$ cat src/design/mm_pkg.sv
package mm_pkg;

  localparam int vaddr_w    = 48;
  localparam int paddr_w    = 40;
  localparam int page_off_w = 12;
  localparam int word_w     = 64;
  localparam int byte_off_w = 3;                       // Byte within a doubleword
  localparam int regno_w    = 5;

  localparam int vpn_w = vaddr_w - page_off_w;         // 36
  localparam int ppn_w = paddr_w - page_off_w;         // 28

  typedef logic [vpn_w-1:0]  vpn_t;
  typedef logic [ppn_w-1:0]  ppn_t;                    // TLB payload
  typedef logic [word_w-1:0] word_t;                   // Cache payload

  typedef enum logic [3:0] {
    op_none,
    op_lb,
    op_lbu,
    op_lh,
    op_lhu,
    op_lw,
    op_lwu,
    op_ld,
    op_sb,
    op_sh,
    op_sw,
    op_sd
  } mem_op_e;

  typedef enum logic [1:0] {
    fault_none,
    fault_tlb_miss,
    fault_misaligned
  } fault_e;

  function automatic logic op_is_load(input mem_op_e op);
    return op inside {op_lb, op_lbu, op_lh, op_lhu, op_lw, op_lwu, op_ld};
  endfunction

  function automatic logic op_is_store(input mem_op_e op);
    return op inside {op_sb, op_sh, op_sw, op_sd};
  endfunction

  // Access size in bytes, 8 for anything wider than a word
  function automatic logic [3:0] op_size(input mem_op_e op);
    case (op)
      op_lb, op_lbu, op_sb: return 4'd1;
      op_lh, op_lhu, op_sh: return 4'd2;
      op_lw, op_lwu, op_sw: return 4'd4;
      default:              return 4'd8;
    endcase
  endfunction

endpackage

$ cat src/design/tagged_array.sv
`timescale 1ns/1ps

// Direct-mapped valid/tag/payload store with one read and one write port
module tagged_array #(
  parameter type payload_t = logic [63:0],
  parameter int  depth     = 16,
  parameter int  tag_w     = 8,
  localparam int idx_w     = $clog2(depth)
) (
  input  logic             clk,
  input  logic             reset,
  input  logic             rd_en,
  input  logic [idx_w-1:0] rd_index,
  input  logic             wr_en,
  input  logic [idx_w-1:0] wr_index,
  input  logic [tag_w-1:0] wr_tag,
  input  payload_t         wr_payload,
  output logic             rd_valid,
  output logic [tag_w-1:0] rd_tag,
  output payload_t         rd_payload
);

  logic [depth-1:0] valid_q;
  logic [tag_w-1:0] tag_mem [depth];
  payload_t         payload_mem [depth];

  logic fwd;

  assign fwd = wr_en && (wr_index == rd_index); // Write lands on the line being read

  always_ff @(posedge clk) begin
    if (reset) begin
      valid_q <= '0;
    end else if (wr_en) begin
      valid_q[wr_index] <= 1'b1;
    end
  end

  always_ff @(posedge clk) begin
    if (wr_en) begin
      tag_mem[wr_index]     <= wr_tag;
      payload_mem[wr_index] <= wr_payload;
    end
  end

  // Read valid is control state, cleared with the array
  always_ff @(posedge clk) begin
    if (reset) begin
      rd_valid <= 1'b0;
    end else if (rd_en) begin
      rd_valid <= fwd ? 1'b1 : valid_q[rd_index];
    end
  end

  always_ff @(posedge clk) begin
    if (rd_en) begin
      if (fwd) begin
        rd_tag     <= wr_tag;        // Bypass the array
        rd_payload <= wr_payload;
      end else begin
        rd_tag     <= tag_mem[rd_index];
        rd_payload <= payload_mem[rd_index];
      end
    end
  end

endmodule

$ cat src/design/mm_control.sv
`timescale 1ns/1ps

module mm_control import mm_pkg::*; #(
  parameter int  tlb_entries = 8,
  parameter int  cache_lines = 16,
  localparam int tlb_idx_w   = $clog2(tlb_entries),
  localparam int tlb_tag_w   = vpn_w - tlb_idx_w,
  localparam int cache_idx_w = $clog2(cache_lines),
  localparam int cache_tag_w = paddr_w - byte_off_w - cache_idx_w
) (
  input  logic                   clk,
  input  logic                   reset,
  input  logic                   flush,
  input  logic                   in_valid,
  input  mem_op_e                in_op,
  input  logic [vaddr_w-1:0]     in_vaddr,
  input  word_t                  in_store_data,
  input  logic [regno_w-1:0]     in_rd,
  input  logic                   in_update_rd,
  input  logic                   tlb_fill,
  input  vpn_t                   tlb_fill_vpn,
  input  ppn_t                   tlb_fill_ppn,
  input  word_t                  mem_rdata,
  input  logic                   mem_done,
  input  logic                   tlb_valid,
  input  logic [tlb_tag_w-1:0]   tlb_tag,
  input  ppn_t                   tlb_ppn,
  input  logic                   cache_valid,
  input  logic [cache_tag_w-1:0] cache_tag,
  input  word_t                  cache_word,
  output logic                   tlb_wr_en,
  output logic [tlb_idx_w-1:0]   tlb_wr_index,
  output logic [tlb_tag_w-1:0]   tlb_wr_tag,
  output ppn_t                   tlb_wr_ppn,
  output logic                   cache_wr_en,
  output logic [cache_idx_w-1:0] cache_wr_index,
  output logic [cache_tag_w-1:0] cache_wr_tag,
  output word_t                  cache_wr_word,
  output logic                   busy,
  output logic                   out_valid,
  output mem_op_e                out_op,
  output logic [regno_w-1:0]     out_rd,
  output logic                   out_update_rd,
  output word_t                  out_data,
  output fault_e                 out_fault,
  output logic                   mem_rd,
  output logic                   mem_wr,
  output logic [paddr_w-1:0]     mem_addr,
  output word_t                  mem_wdata,
  output logic [7:0]             mem_wstrb
);

  typedef enum logic [2:0] {
    st_idle,
    st_lookup,
    st_issue,
    st_wait,
    st_done
  } state_e;

  state_e state_q;
  logic   cancel_q;                      // Flushed while memory was busy

  // Instruction held for the duration of the access
  mem_op_e            op_q;
  logic [vaddr_w-1:0] vaddr_q;
  word_t              store_data_q;
  logic [regno_w-1:0] rd_q;
  logic               update_rd_q;
  fault_e             fault_q;
  logic               hit_q;
  logic [paddr_w-1:0] paddr_q;
  word_t              line_q;            // Hit line or refill data

  logic               tlb_hit;
  logic               cache_hit;
  logic               misaligned;
  logic [3:0]         align_mask;
  logic [paddr_w-1:0] lookup_paddr;
  fault_e             lookup_fault;
  logic [5:0]         bit_shift;
  word_t              wdata;
  word_t              merged;
  word_t              load_raw;
  word_t              load_data;
  logic               store_wr;
  logic               refill_wr;

  // TLB fill replaces whatever the low vpn bits index
  assign tlb_wr_en    = tlb_fill;
  assign tlb_wr_index = tlb_fill_vpn[tlb_idx_w-1:0];
  assign tlb_wr_tag   = tlb_fill_vpn[vpn_w-1:tlb_idx_w];
  assign tlb_wr_ppn   = tlb_fill_ppn;

  // Lookup cycle: translate, then compare with the physical tag
  assign tlb_hit      = tlb_valid && (tlb_tag == vaddr_q[vaddr_w-1:page_off_w+tlb_idx_w]);
  assign lookup_paddr = {tlb_ppn, vaddr_q[page_off_w-1:0]};
  assign cache_hit    = tlb_hit && cache_valid &&
                        (cache_tag == lookup_paddr[paddr_w-1:byte_off_w+cache_idx_w]);
  assign align_mask   = op_size(op_q) - 4'd1;
  assign misaligned   = |(vaddr_q[byte_off_w-1:0] & align_mask[byte_off_w-1:0]);

  always_comb begin
    lookup_fault = fault_none;
    if (misaligned) begin
      lookup_fault = fault_misaligned;   // Checked before translation
    end else if (!tlb_hit) begin
      lookup_fault = fault_tlb_miss;
    end
  end

  always_ff @(posedge clk) begin
    if (reset) begin
      state_q  <= st_idle;
      cancel_q <= 1'b0;
    end else begin
      case (state_q)
        st_idle: begin
          if (in_valid) begin
            cancel_q <= 1'b0;
            if (op_is_load(in_op) || op_is_store(in_op)) begin
              state_q <= st_lookup;
            end else begin
              state_q <= st_done;        // Nothing to access
            end
          end
        end
        st_lookup: begin
          if (flush) begin
            state_q <= st_idle;
          end else if (lookup_fault != fault_none || (op_is_load(op_q) && cache_hit)) begin
            state_q <= st_done;
          end else begin
            state_q <= st_issue;         // Load miss or any store
          end
        end
        st_issue: begin
          if (flush) begin
            state_q <= st_idle;          // Strobe was held off
          end else begin
            state_q <= st_wait;
          end
        end
        st_wait: begin
          if (flush) begin
            cancel_q <= 1'b1;
          end
          if (mem_done) begin
            state_q <= st_done;
          end
        end
        default: state_q <= st_idle;
      endcase
    end
  end

  always_ff @(posedge clk) begin
    if (state_q == st_idle && in_valid) begin
      op_q         <= in_op;
      vaddr_q      <= in_vaddr;
      store_data_q <= in_store_data;
      rd_q         <= in_rd;
      update_rd_q  <= in_update_rd;
      fault_q      <= fault_none;
      hit_q        <= 1'b0;
    end
    if (state_q == st_lookup) begin
      fault_q <= lookup_fault;
      hit_q   <= cache_hit;
      paddr_q <= lookup_paddr;
      line_q  <= cache_word;
    end
    if (state_q == st_wait && mem_done && op_is_load(op_q)) begin
      line_q <= mem_rdata;
    end
  end

  // Store byte lanes
  assign bit_shift = {vaddr_q[byte_off_w-1:0], 3'b000};
  assign wdata     = store_data_q << bit_shift;

  always_comb begin
    case (op_size(op_q))
      4'd1:    mem_wstrb = 8'h01 << vaddr_q[byte_off_w-1:0];
      4'd2:    mem_wstrb = 8'h03 << vaddr_q[byte_off_w-1:0];
      4'd4:    mem_wstrb = 8'h0f << vaddr_q[byte_off_w-1:0];
      default: mem_wstrb = 8'hff;
    endcase
  end

  always_comb begin
    for (int i = 0; i < 8; i++) begin
      merged[8*i +: 8] = mem_wstrb[i] ? wdata[8*i +: 8] : line_q[8*i +: 8];
    end
  end

  // Load alignment and extension
  always_comb begin
    load_raw = line_q >> bit_shift;
    case (op_q)
      op_lb:   load_data = {{56{load_raw[7]}}, load_raw[7:0]};
      op_lbu:  load_data = {56'd0, load_raw[7:0]};
      op_lh:   load_data = {{48{load_raw[15]}}, load_raw[15:0]};
      op_lhu:  load_data = {48'd0, load_raw[15:0]};
      op_lw:   load_data = {{32{load_raw[31]}}, load_raw[31:0]};
      op_lwu:  load_data = {32'd0, load_raw[31:0]};
      op_ld:   load_data = load_raw;
      default: load_data = '0;
    endcase
  end

  // Store hit updates the line in the issue cycle, refill lands with the result
  assign store_wr  = state_q == st_issue && op_is_store(op_q) && hit_q && !flush;
  assign refill_wr = state_q == st_done && op_is_load(op_q) && fault_q == fault_none &&
                     !hit_q && !cancel_q && !flush;

  assign cache_wr_en    = store_wr || refill_wr;
  assign cache_wr_index = vaddr_q[byte_off_w +: cache_idx_w];
  assign cache_wr_tag   = paddr_q[paddr_w-1:byte_off_w+cache_idx_w];
  assign cache_wr_word  = store_wr ? merged : line_q;

  assign mem_rd    = state_q == st_issue && op_is_load(op_q) && !flush;
  assign mem_wr    = state_q == st_issue && op_is_store(op_q) && !flush;
  assign mem_addr  = {paddr_q[paddr_w-1:byte_off_w], {byte_off_w{1'b0}}};
  assign mem_wdata = wdata;

  assign busy          = state_q != st_idle;
  assign out_valid     = state_q == st_done && !cancel_q && !flush;
  assign out_op        = op_q;
  assign out_rd        = rd_q;
  assign out_update_rd = update_rd_q;
  assign out_fault     = fault_q;
  assign out_data      = (fault_q == fault_none) ? load_data : '0;

endmodule

$ cat src/design/mm_stage.sv
`timescale 1ns/1ps

// Memory-access stage: TLB and VIPT cache looked up side by side
module mm_stage import mm_pkg::*; #(
  parameter int  tlb_entries = 8,
  parameter int  cache_lines = 16,          // At most 512 so the index stays in the page
  localparam int tlb_idx_w   = $clog2(tlb_entries),
  localparam int tlb_tag_w   = vpn_w - tlb_idx_w,
  localparam int cache_idx_w = $clog2(cache_lines),
  localparam int cache_tag_w = paddr_w - byte_off_w - cache_idx_w
) (
  input  logic               clk,
  input  logic               reset,
  input  logic               flush,
  input  logic               in_valid,
  input  mem_op_e            in_op,
  input  logic [vaddr_w-1:0] in_vaddr,
  input  word_t              in_store_data,
  input  logic [regno_w-1:0] in_rd,
  input  logic               in_update_rd,
  output logic               busy,
  output logic               out_valid,
  output mem_op_e            out_op,
  output logic [regno_w-1:0] out_rd,
  output logic               out_update_rd,
  output word_t              out_data,
  output fault_e             out_fault,
  input  logic               tlb_fill,
  input  vpn_t               tlb_fill_vpn,
  input  ppn_t               tlb_fill_ppn,
  output logic               mem_rd,
  output logic               mem_wr,
  output logic [paddr_w-1:0] mem_addr,
  output word_t              mem_wdata,
  output logic [7:0]         mem_wstrb,
  input  word_t              mem_rdata,
  input  logic               mem_done
);

  logic                   lookup_en;
  logic [tlb_idx_w-1:0]   tlb_rd_index;
  logic [cache_idx_w-1:0] cache_rd_index;

  logic                   tlb_valid;
  logic [tlb_tag_w-1:0]   tlb_tag;
  ppn_t                   tlb_ppn;
  logic                   tlb_wr_en;
  logic [tlb_idx_w-1:0]   tlb_wr_index;
  logic [tlb_tag_w-1:0]   tlb_wr_tag;
  ppn_t                   tlb_wr_ppn;

  logic                   cache_valid;
  logic [cache_tag_w-1:0] cache_tag;
  word_t                  cache_word;
  logic                   cache_wr_en;
  logic [cache_idx_w-1:0] cache_wr_index;
  logic [cache_tag_w-1:0] cache_wr_tag;
  word_t                  cache_wr_word;

  assign lookup_en      = in_valid && !busy;                        // Only an accepted op reads
  assign tlb_rd_index   = in_vaddr[page_off_w +: tlb_idx_w];        // Low vpn bits
  assign cache_rd_index = in_vaddr[byte_off_w +: cache_idx_w];      // Inside the page offset

  tagged_array #(
    .payload_t (ppn_t),
    .depth     (tlb_entries),
    .tag_w     (tlb_tag_w)
  ) tlb0 (
    .clk        (clk),
    .reset      (reset),
    .rd_en      (lookup_en),
    .rd_index   (tlb_rd_index),
    .wr_en      (tlb_wr_en),
    .wr_index   (tlb_wr_index),
    .wr_tag     (tlb_wr_tag),
    .wr_payload (tlb_wr_ppn),
    .rd_valid   (tlb_valid),
    .rd_tag     (tlb_tag),
    .rd_payload (tlb_ppn)
  );

  tagged_array #(
    .payload_t (word_t),
    .depth     (cache_lines),
    .tag_w     (cache_tag_w)
  ) cache0 (
    .clk        (clk),
    .reset      (reset),
    .rd_en      (lookup_en),
    .rd_index   (cache_rd_index),
    .wr_en      (cache_wr_en),
    .wr_index   (cache_wr_index),
    .wr_tag     (cache_wr_tag),
    .wr_payload (cache_wr_word),
    .rd_valid   (cache_valid),
    .rd_tag     (cache_tag),
    .rd_payload (cache_word)
  );

  mm_control #(
    .tlb_entries (tlb_entries),
    .cache_lines (cache_lines)
  ) ctrl0 (
    .clk            (clk),
    .reset          (reset),
    .flush          (flush),
    .in_valid       (in_valid),
    .in_op          (in_op),
    .in_vaddr       (in_vaddr),
    .in_store_data  (in_store_data),
    .in_rd          (in_rd),
    .in_update_rd   (in_update_rd),
    .tlb_fill       (tlb_fill),
    .tlb_fill_vpn   (tlb_fill_vpn),
    .tlb_fill_ppn   (tlb_fill_ppn),
    .mem_rdata      (mem_rdata),
    .mem_done       (mem_done),
    .tlb_valid      (tlb_valid),
    .tlb_tag        (tlb_tag),
    .tlb_ppn        (tlb_ppn),
    .cache_valid    (cache_valid),
    .cache_tag      (cache_tag),
    .cache_word     (cache_word),
    .tlb_wr_en      (tlb_wr_en),
    .tlb_wr_index   (tlb_wr_index),
    .tlb_wr_tag     (tlb_wr_tag),
    .tlb_wr_ppn     (tlb_wr_ppn),
    .cache_wr_en    (cache_wr_en),
    .cache_wr_index (cache_wr_index),
    .cache_wr_tag   (cache_wr_tag),
    .cache_wr_word  (cache_wr_word),
    .busy           (busy),
    .out_valid      (out_valid),
    .out_op         (out_op),
    .out_rd         (out_rd),
    .out_update_rd  (out_update_rd),
    .out_data       (out_data),
    .out_fault      (out_fault),
    .mem_rd         (mem_rd),
    .mem_wr         (mem_wr),
    .mem_addr       (mem_addr),
    .mem_wdata      (mem_wdata),
    .mem_wstrb      (mem_wstrb)
  );

endmodule

$ cat config.mk
export PLATFORM = sky130hd
export DESIGN_NAME = mm_stage
export DESIGN_NICKNAME = d
export VERILOG_FILES = /design/src/design/mm_pkg.sv /design/src/design/tagged_array.sv /design/src/design/mm_control.sv /design/src/design/mm_stage.sv
export SDC_FILE = /design/constraint.sdc
export NUM_CORES = 2
export LEC_CHECK = 0
export ABC_AREA = 0
export BUFFER_PORTS_ARGS = -buffer_cell sky130_fd_sc_hd__buf_2
export CAP_MARGIN = 30
export CELL_PAD_IN_SITES_DETAIL_PLACEMENT = 1
export CELL_PAD_IN_SITES_GLOBAL_PLACEMENT = 1
export CORE_MARGIN = 3
export CORE_UTILIZATION = 49
export CTS_CLUSTER_DIAMETER = 30
export DETAILED_ROUTE_END_ITERATION = 10
export GPL_TIMING_DRIVEN = 0
export PLACE_DENSITY_LB_ADDON = 0.1
export SLEW_MARGIN = 10
export SYNTH_ARGS = -nofsm -noshare
export SYNTH_HDL_FRONTEND = slang
export SYNTH_HIERARCHICAL = 1
export SYNTH_SLANG_ARGS = --single-unit
$ cat constraint.sdc
create_clock -name clk -period 10.93 [get_ports clk]
set_input_delay 2.186 -clock clk [delete_from_list [all_inputs] [get_ports clk]]
set_output_delay 2.186 -clock clk [all_outputs]
set_load 0.02 [all_outputs]
==> flow_summary.ini <==
[flow_run]
drv_cap = 0

[sta]
fin_crit_ns = 7.07
slew_headroom = 0.220
rsz0062_at_grt = false
hold_viol_final = 0
setup_viol = 0
worst_slew_pin_slew_ns = 1.17
fin_skew_ns = 0.0714
fin_setup_tns_ns = 0
period_share = 0.647
whs_ns = 0.460
slew_violations = 0
max_freq_mhz = 141

[layout]
areaGrowthSynthToFinish_pct = 25.9
postLayoutCellArea_mm2 = 0.125
fillCellCount = 16800
final_cells = 8985
layout-drive-gt1-share = 0.406
regArea_mm2 = 0.0734
multi_input_area_mm2 = 0.0235
nNetsFinal = 6171

[cts]
ctsResizeCount = 0
htree_levels = 5
clock-root-buffer = clkbuf_16
ctsHoldBuffers = 0
ctsLongestPathBuffers = 4
cts_sinks = 2455
post_cts_buffers = 0
cts_tree = yes
numCtsBuffers = 497
clkLatencyLatePin_ns = 0.98
path_clk_slew_ns = 0.05

[logic_synthesis]
yosysUniqueCellTypes = 72
synth_cells = 4826
ys_seq_elements = 2455
synth_warnings = 6
yosysSeqAreaShare = 0.741
async_flop_share = 0
synth-edff-count = 2421
avgSynthCellArea_um2 = 20.5
synth_area_mm2 = 0.0990
synth-main-ff-cell = edfxtp_1

[critical_path]
cp_data_required_time_ns = 8.74
critPathMaxFanout = 10
end_kind = output pin
regToRegSetupSlack_ns = 5.65
crit_path_start_kind = register
worstSetupPathType = register to output pin
crit_arrival_ns = 4.89

[detailed_routing]
post_drt_via_cell_ratio = 6.09
wl_um = 319000
vias = 54700
ant_nets = 0
drc = 0
drt_iter0_markers = 6345
wl_per_cell_um = 35.5
firstDrtPassIters = 5

[grt]
grt_pass1_vias = 58300
grt_max_degree = 47
track_usage = 0.307
grt_pass1_wl_um = 451000
antenna_found_initial = 25
grt_overflow_total = 0

[place]
portBuffers = 376
dp_cells = 8057
dpl.hpwl_um = 215000
dpl-instance-area_mm2 = 0.108
gp_congestion = 0.997

[floorplan]
io_pins = 448
start_util = 0.494
fp.dieW_um = 455
die_area_mm2 = 0.207
rows = 164
die_h_um = 455
fp.coreArea_mm2 = 0.200

[pwr]
p_total_mw = 27.4
vdd_drop_max_mv = 0.203
p_per_area_mw_per_mm2 = 220
p_leak_nw = 42.8

[status]
status = complete, no violations

[min_path]
min_path_type = register to register
cells in the final DEF, fill, tap and decap left out, types with 17 or more instances in the layout:
cell and count:
edfxtp_1 2421, mux4_2 538, clkbuf_16 500, buf_2 456, mux2_2 326, a22oi_1 192
nand2_1 185, clkbuf_1 175, buf_4 145, nor2_1 126, clkinv_2 106, mux2i_1 83
bufinv_16 79, a21oi_1 78, clkinv_1 75, buf_6 56, buf_12 55, mux2_4 51
buf_8 47, xor2_1 44, buf_16 43, buf_1 39, nor2b_1 38, dfxtp_1 34
clkinvlp_4 34, o21ai_0 30, a21oi_2 30, nand2b_1 28, xnor2_1 26, o22ai_1 25
inv_1 22, inv_6 21, clkinv_4 19, nand3_1 17
cell families after synthesis:
logic type	Yosys count	share of synthesized area
AO/OA/AOI/OAI	413	0.0293
buffers and inverters	399	0.0237
XOR/XNOR	70	0.00619
multiplexers	998	0.176
adder cells (fa/ha/maj)	8	0.00101
other	1	0.0000379
flip-flops	2455	0.741
AND/OR/NAND/NOR	482	0.0228
per-stage QoR:
step | util | setup slack, ns
2_1_floorplan | - | 1.34
3_3_place_gp | 0.520 | -6.64
3_5_place_dp | 0.538 | 4.44
4_1_cts | 0.622 | 3.83
5_1_grt | 0.622 | 3.84
6_report | 0.622 | 3.86
state kept, by name (all words and copies together), names as in the netlist, 2 cells and up, named ones only:
signal / flops
cache0/payload_mem: 1024
cache0/tag_mem: 528
tlb0/tag_mem: 264
tlb0/payload_mem: 224
cache0/rd_payload: 64
ctrl0/line_q: 64
ctrl0/store_data_q: 64
ctrl0/vaddr_q: 45
ctrl0/paddr_q: 37
cache0/rd_tag: 33
tlb0/rd_tag: 33
tlb0/rd_payload: 28
cache0/valid_q: 16
tlb0/valid_q: 8
ctrl0/out_rd: 5
ctrl0/out_op: 4
ctrl0/state_q: 3
ctrl0/out_fault: 2
critical path, cell delays in order, from the launching register on:
cell and delay (ns):
edfxtp_1 0.60, buf_4 0.24, buf_4 0.19, buf_4 0.22
buf_4 0.27, buf_4 0.29, buf_2 0.44, mux2i_1 0.23
a21oi_1 0.78, mux2i_1 0.21, nor2_1 0.22, buf_2 0.20
cells in the mapped netlist (11+ instances only):
master | n | area, um^2
a22o_1 | 11 | 96.3
nand2_1 | 185 | 694
a21oi_2 | 30 | 263
a21oi_1 | 78 | 390
mux2_4 | 51 | 766
a22oi_1 | 192 | 1440
and2_1 | 12 | 75.1
dfxtp_1 | 34 | 681
inv_1 | 23 | 86.3
nor2_1 | 139 | 522
o22ai_1 | 25 | 156
mux4_2 | 538 | 12100
nand3_1 | 17 | 85.1
buf_6 | 31 | 349
clkbuf_1 | 112 | 420
nand2b_1 | 28 | 175
buf_1 | 39 | 146
nor2b_1 | 38 | 238
xor2_1 | 44 | 385
nor4_1 | 13 | 81.3
o21ai_0 | 31 | 155
buf_4 | 113 | 848
mux2i_1 | 83 | 831
buf_2 | 74 | 370
edfxtp_1 | 2421 | 72700
mux2_2 | 326 | 3670
xnor2_1 | 26 | 228
layer usage:
| layer | global-route usage | up-vias | share of wire |
|---|---|---|---|
| met2 | 0.510 | 2619 | 0.50 |
| li1 | - | 22200 | - |
| met5 | 0 | - | 0.00036 |
| met1 | 0.393 | 29300 | 0.38 |
| met3 | 0.0608 | 642 | 0.070 |
| met4 | 0.139 | 16 | 0.047 |
where the power goes:
group	internal, mW	switching, mW
sequential	10.6	0.146
clock	10.2	4.96
combinational	0.591	0.958
worst paths after layout:
kind,to,cells after the start,start
max,out_data[3],11,ctrl0/vaddr_q[0]
min,ctrl0/paddr_q[7],0,ctrl0/vaddr_q[7]
max reg2reg,cache0/payload_mem[12][46],11,ctrl0/out_op[1]
min reg2reg,ctrl0/paddr_q[7],0,ctrl0/vaddr_q[7]
area by class of cell:
| type | instances | share of cell area |
|---|---|---|
| Tap cell | 2656 | 0.0267 |
| Clock buffer | 570 | 0.103 |
| Buffer | 376 | 0.0182 |
| Timing Repair Buffer | 580 | 0.0427 |
| Clock inverter | 338 | 0.0311 |
| Sequential cell | 2455 | 0.589 |
| Antenna cell | 13 | 0.000261 |
| Inverter | 23 | 0.000713 |
| Multi-Input combinational cell | 1974 | 0.188 |
(Power assumes the default switching activity.)
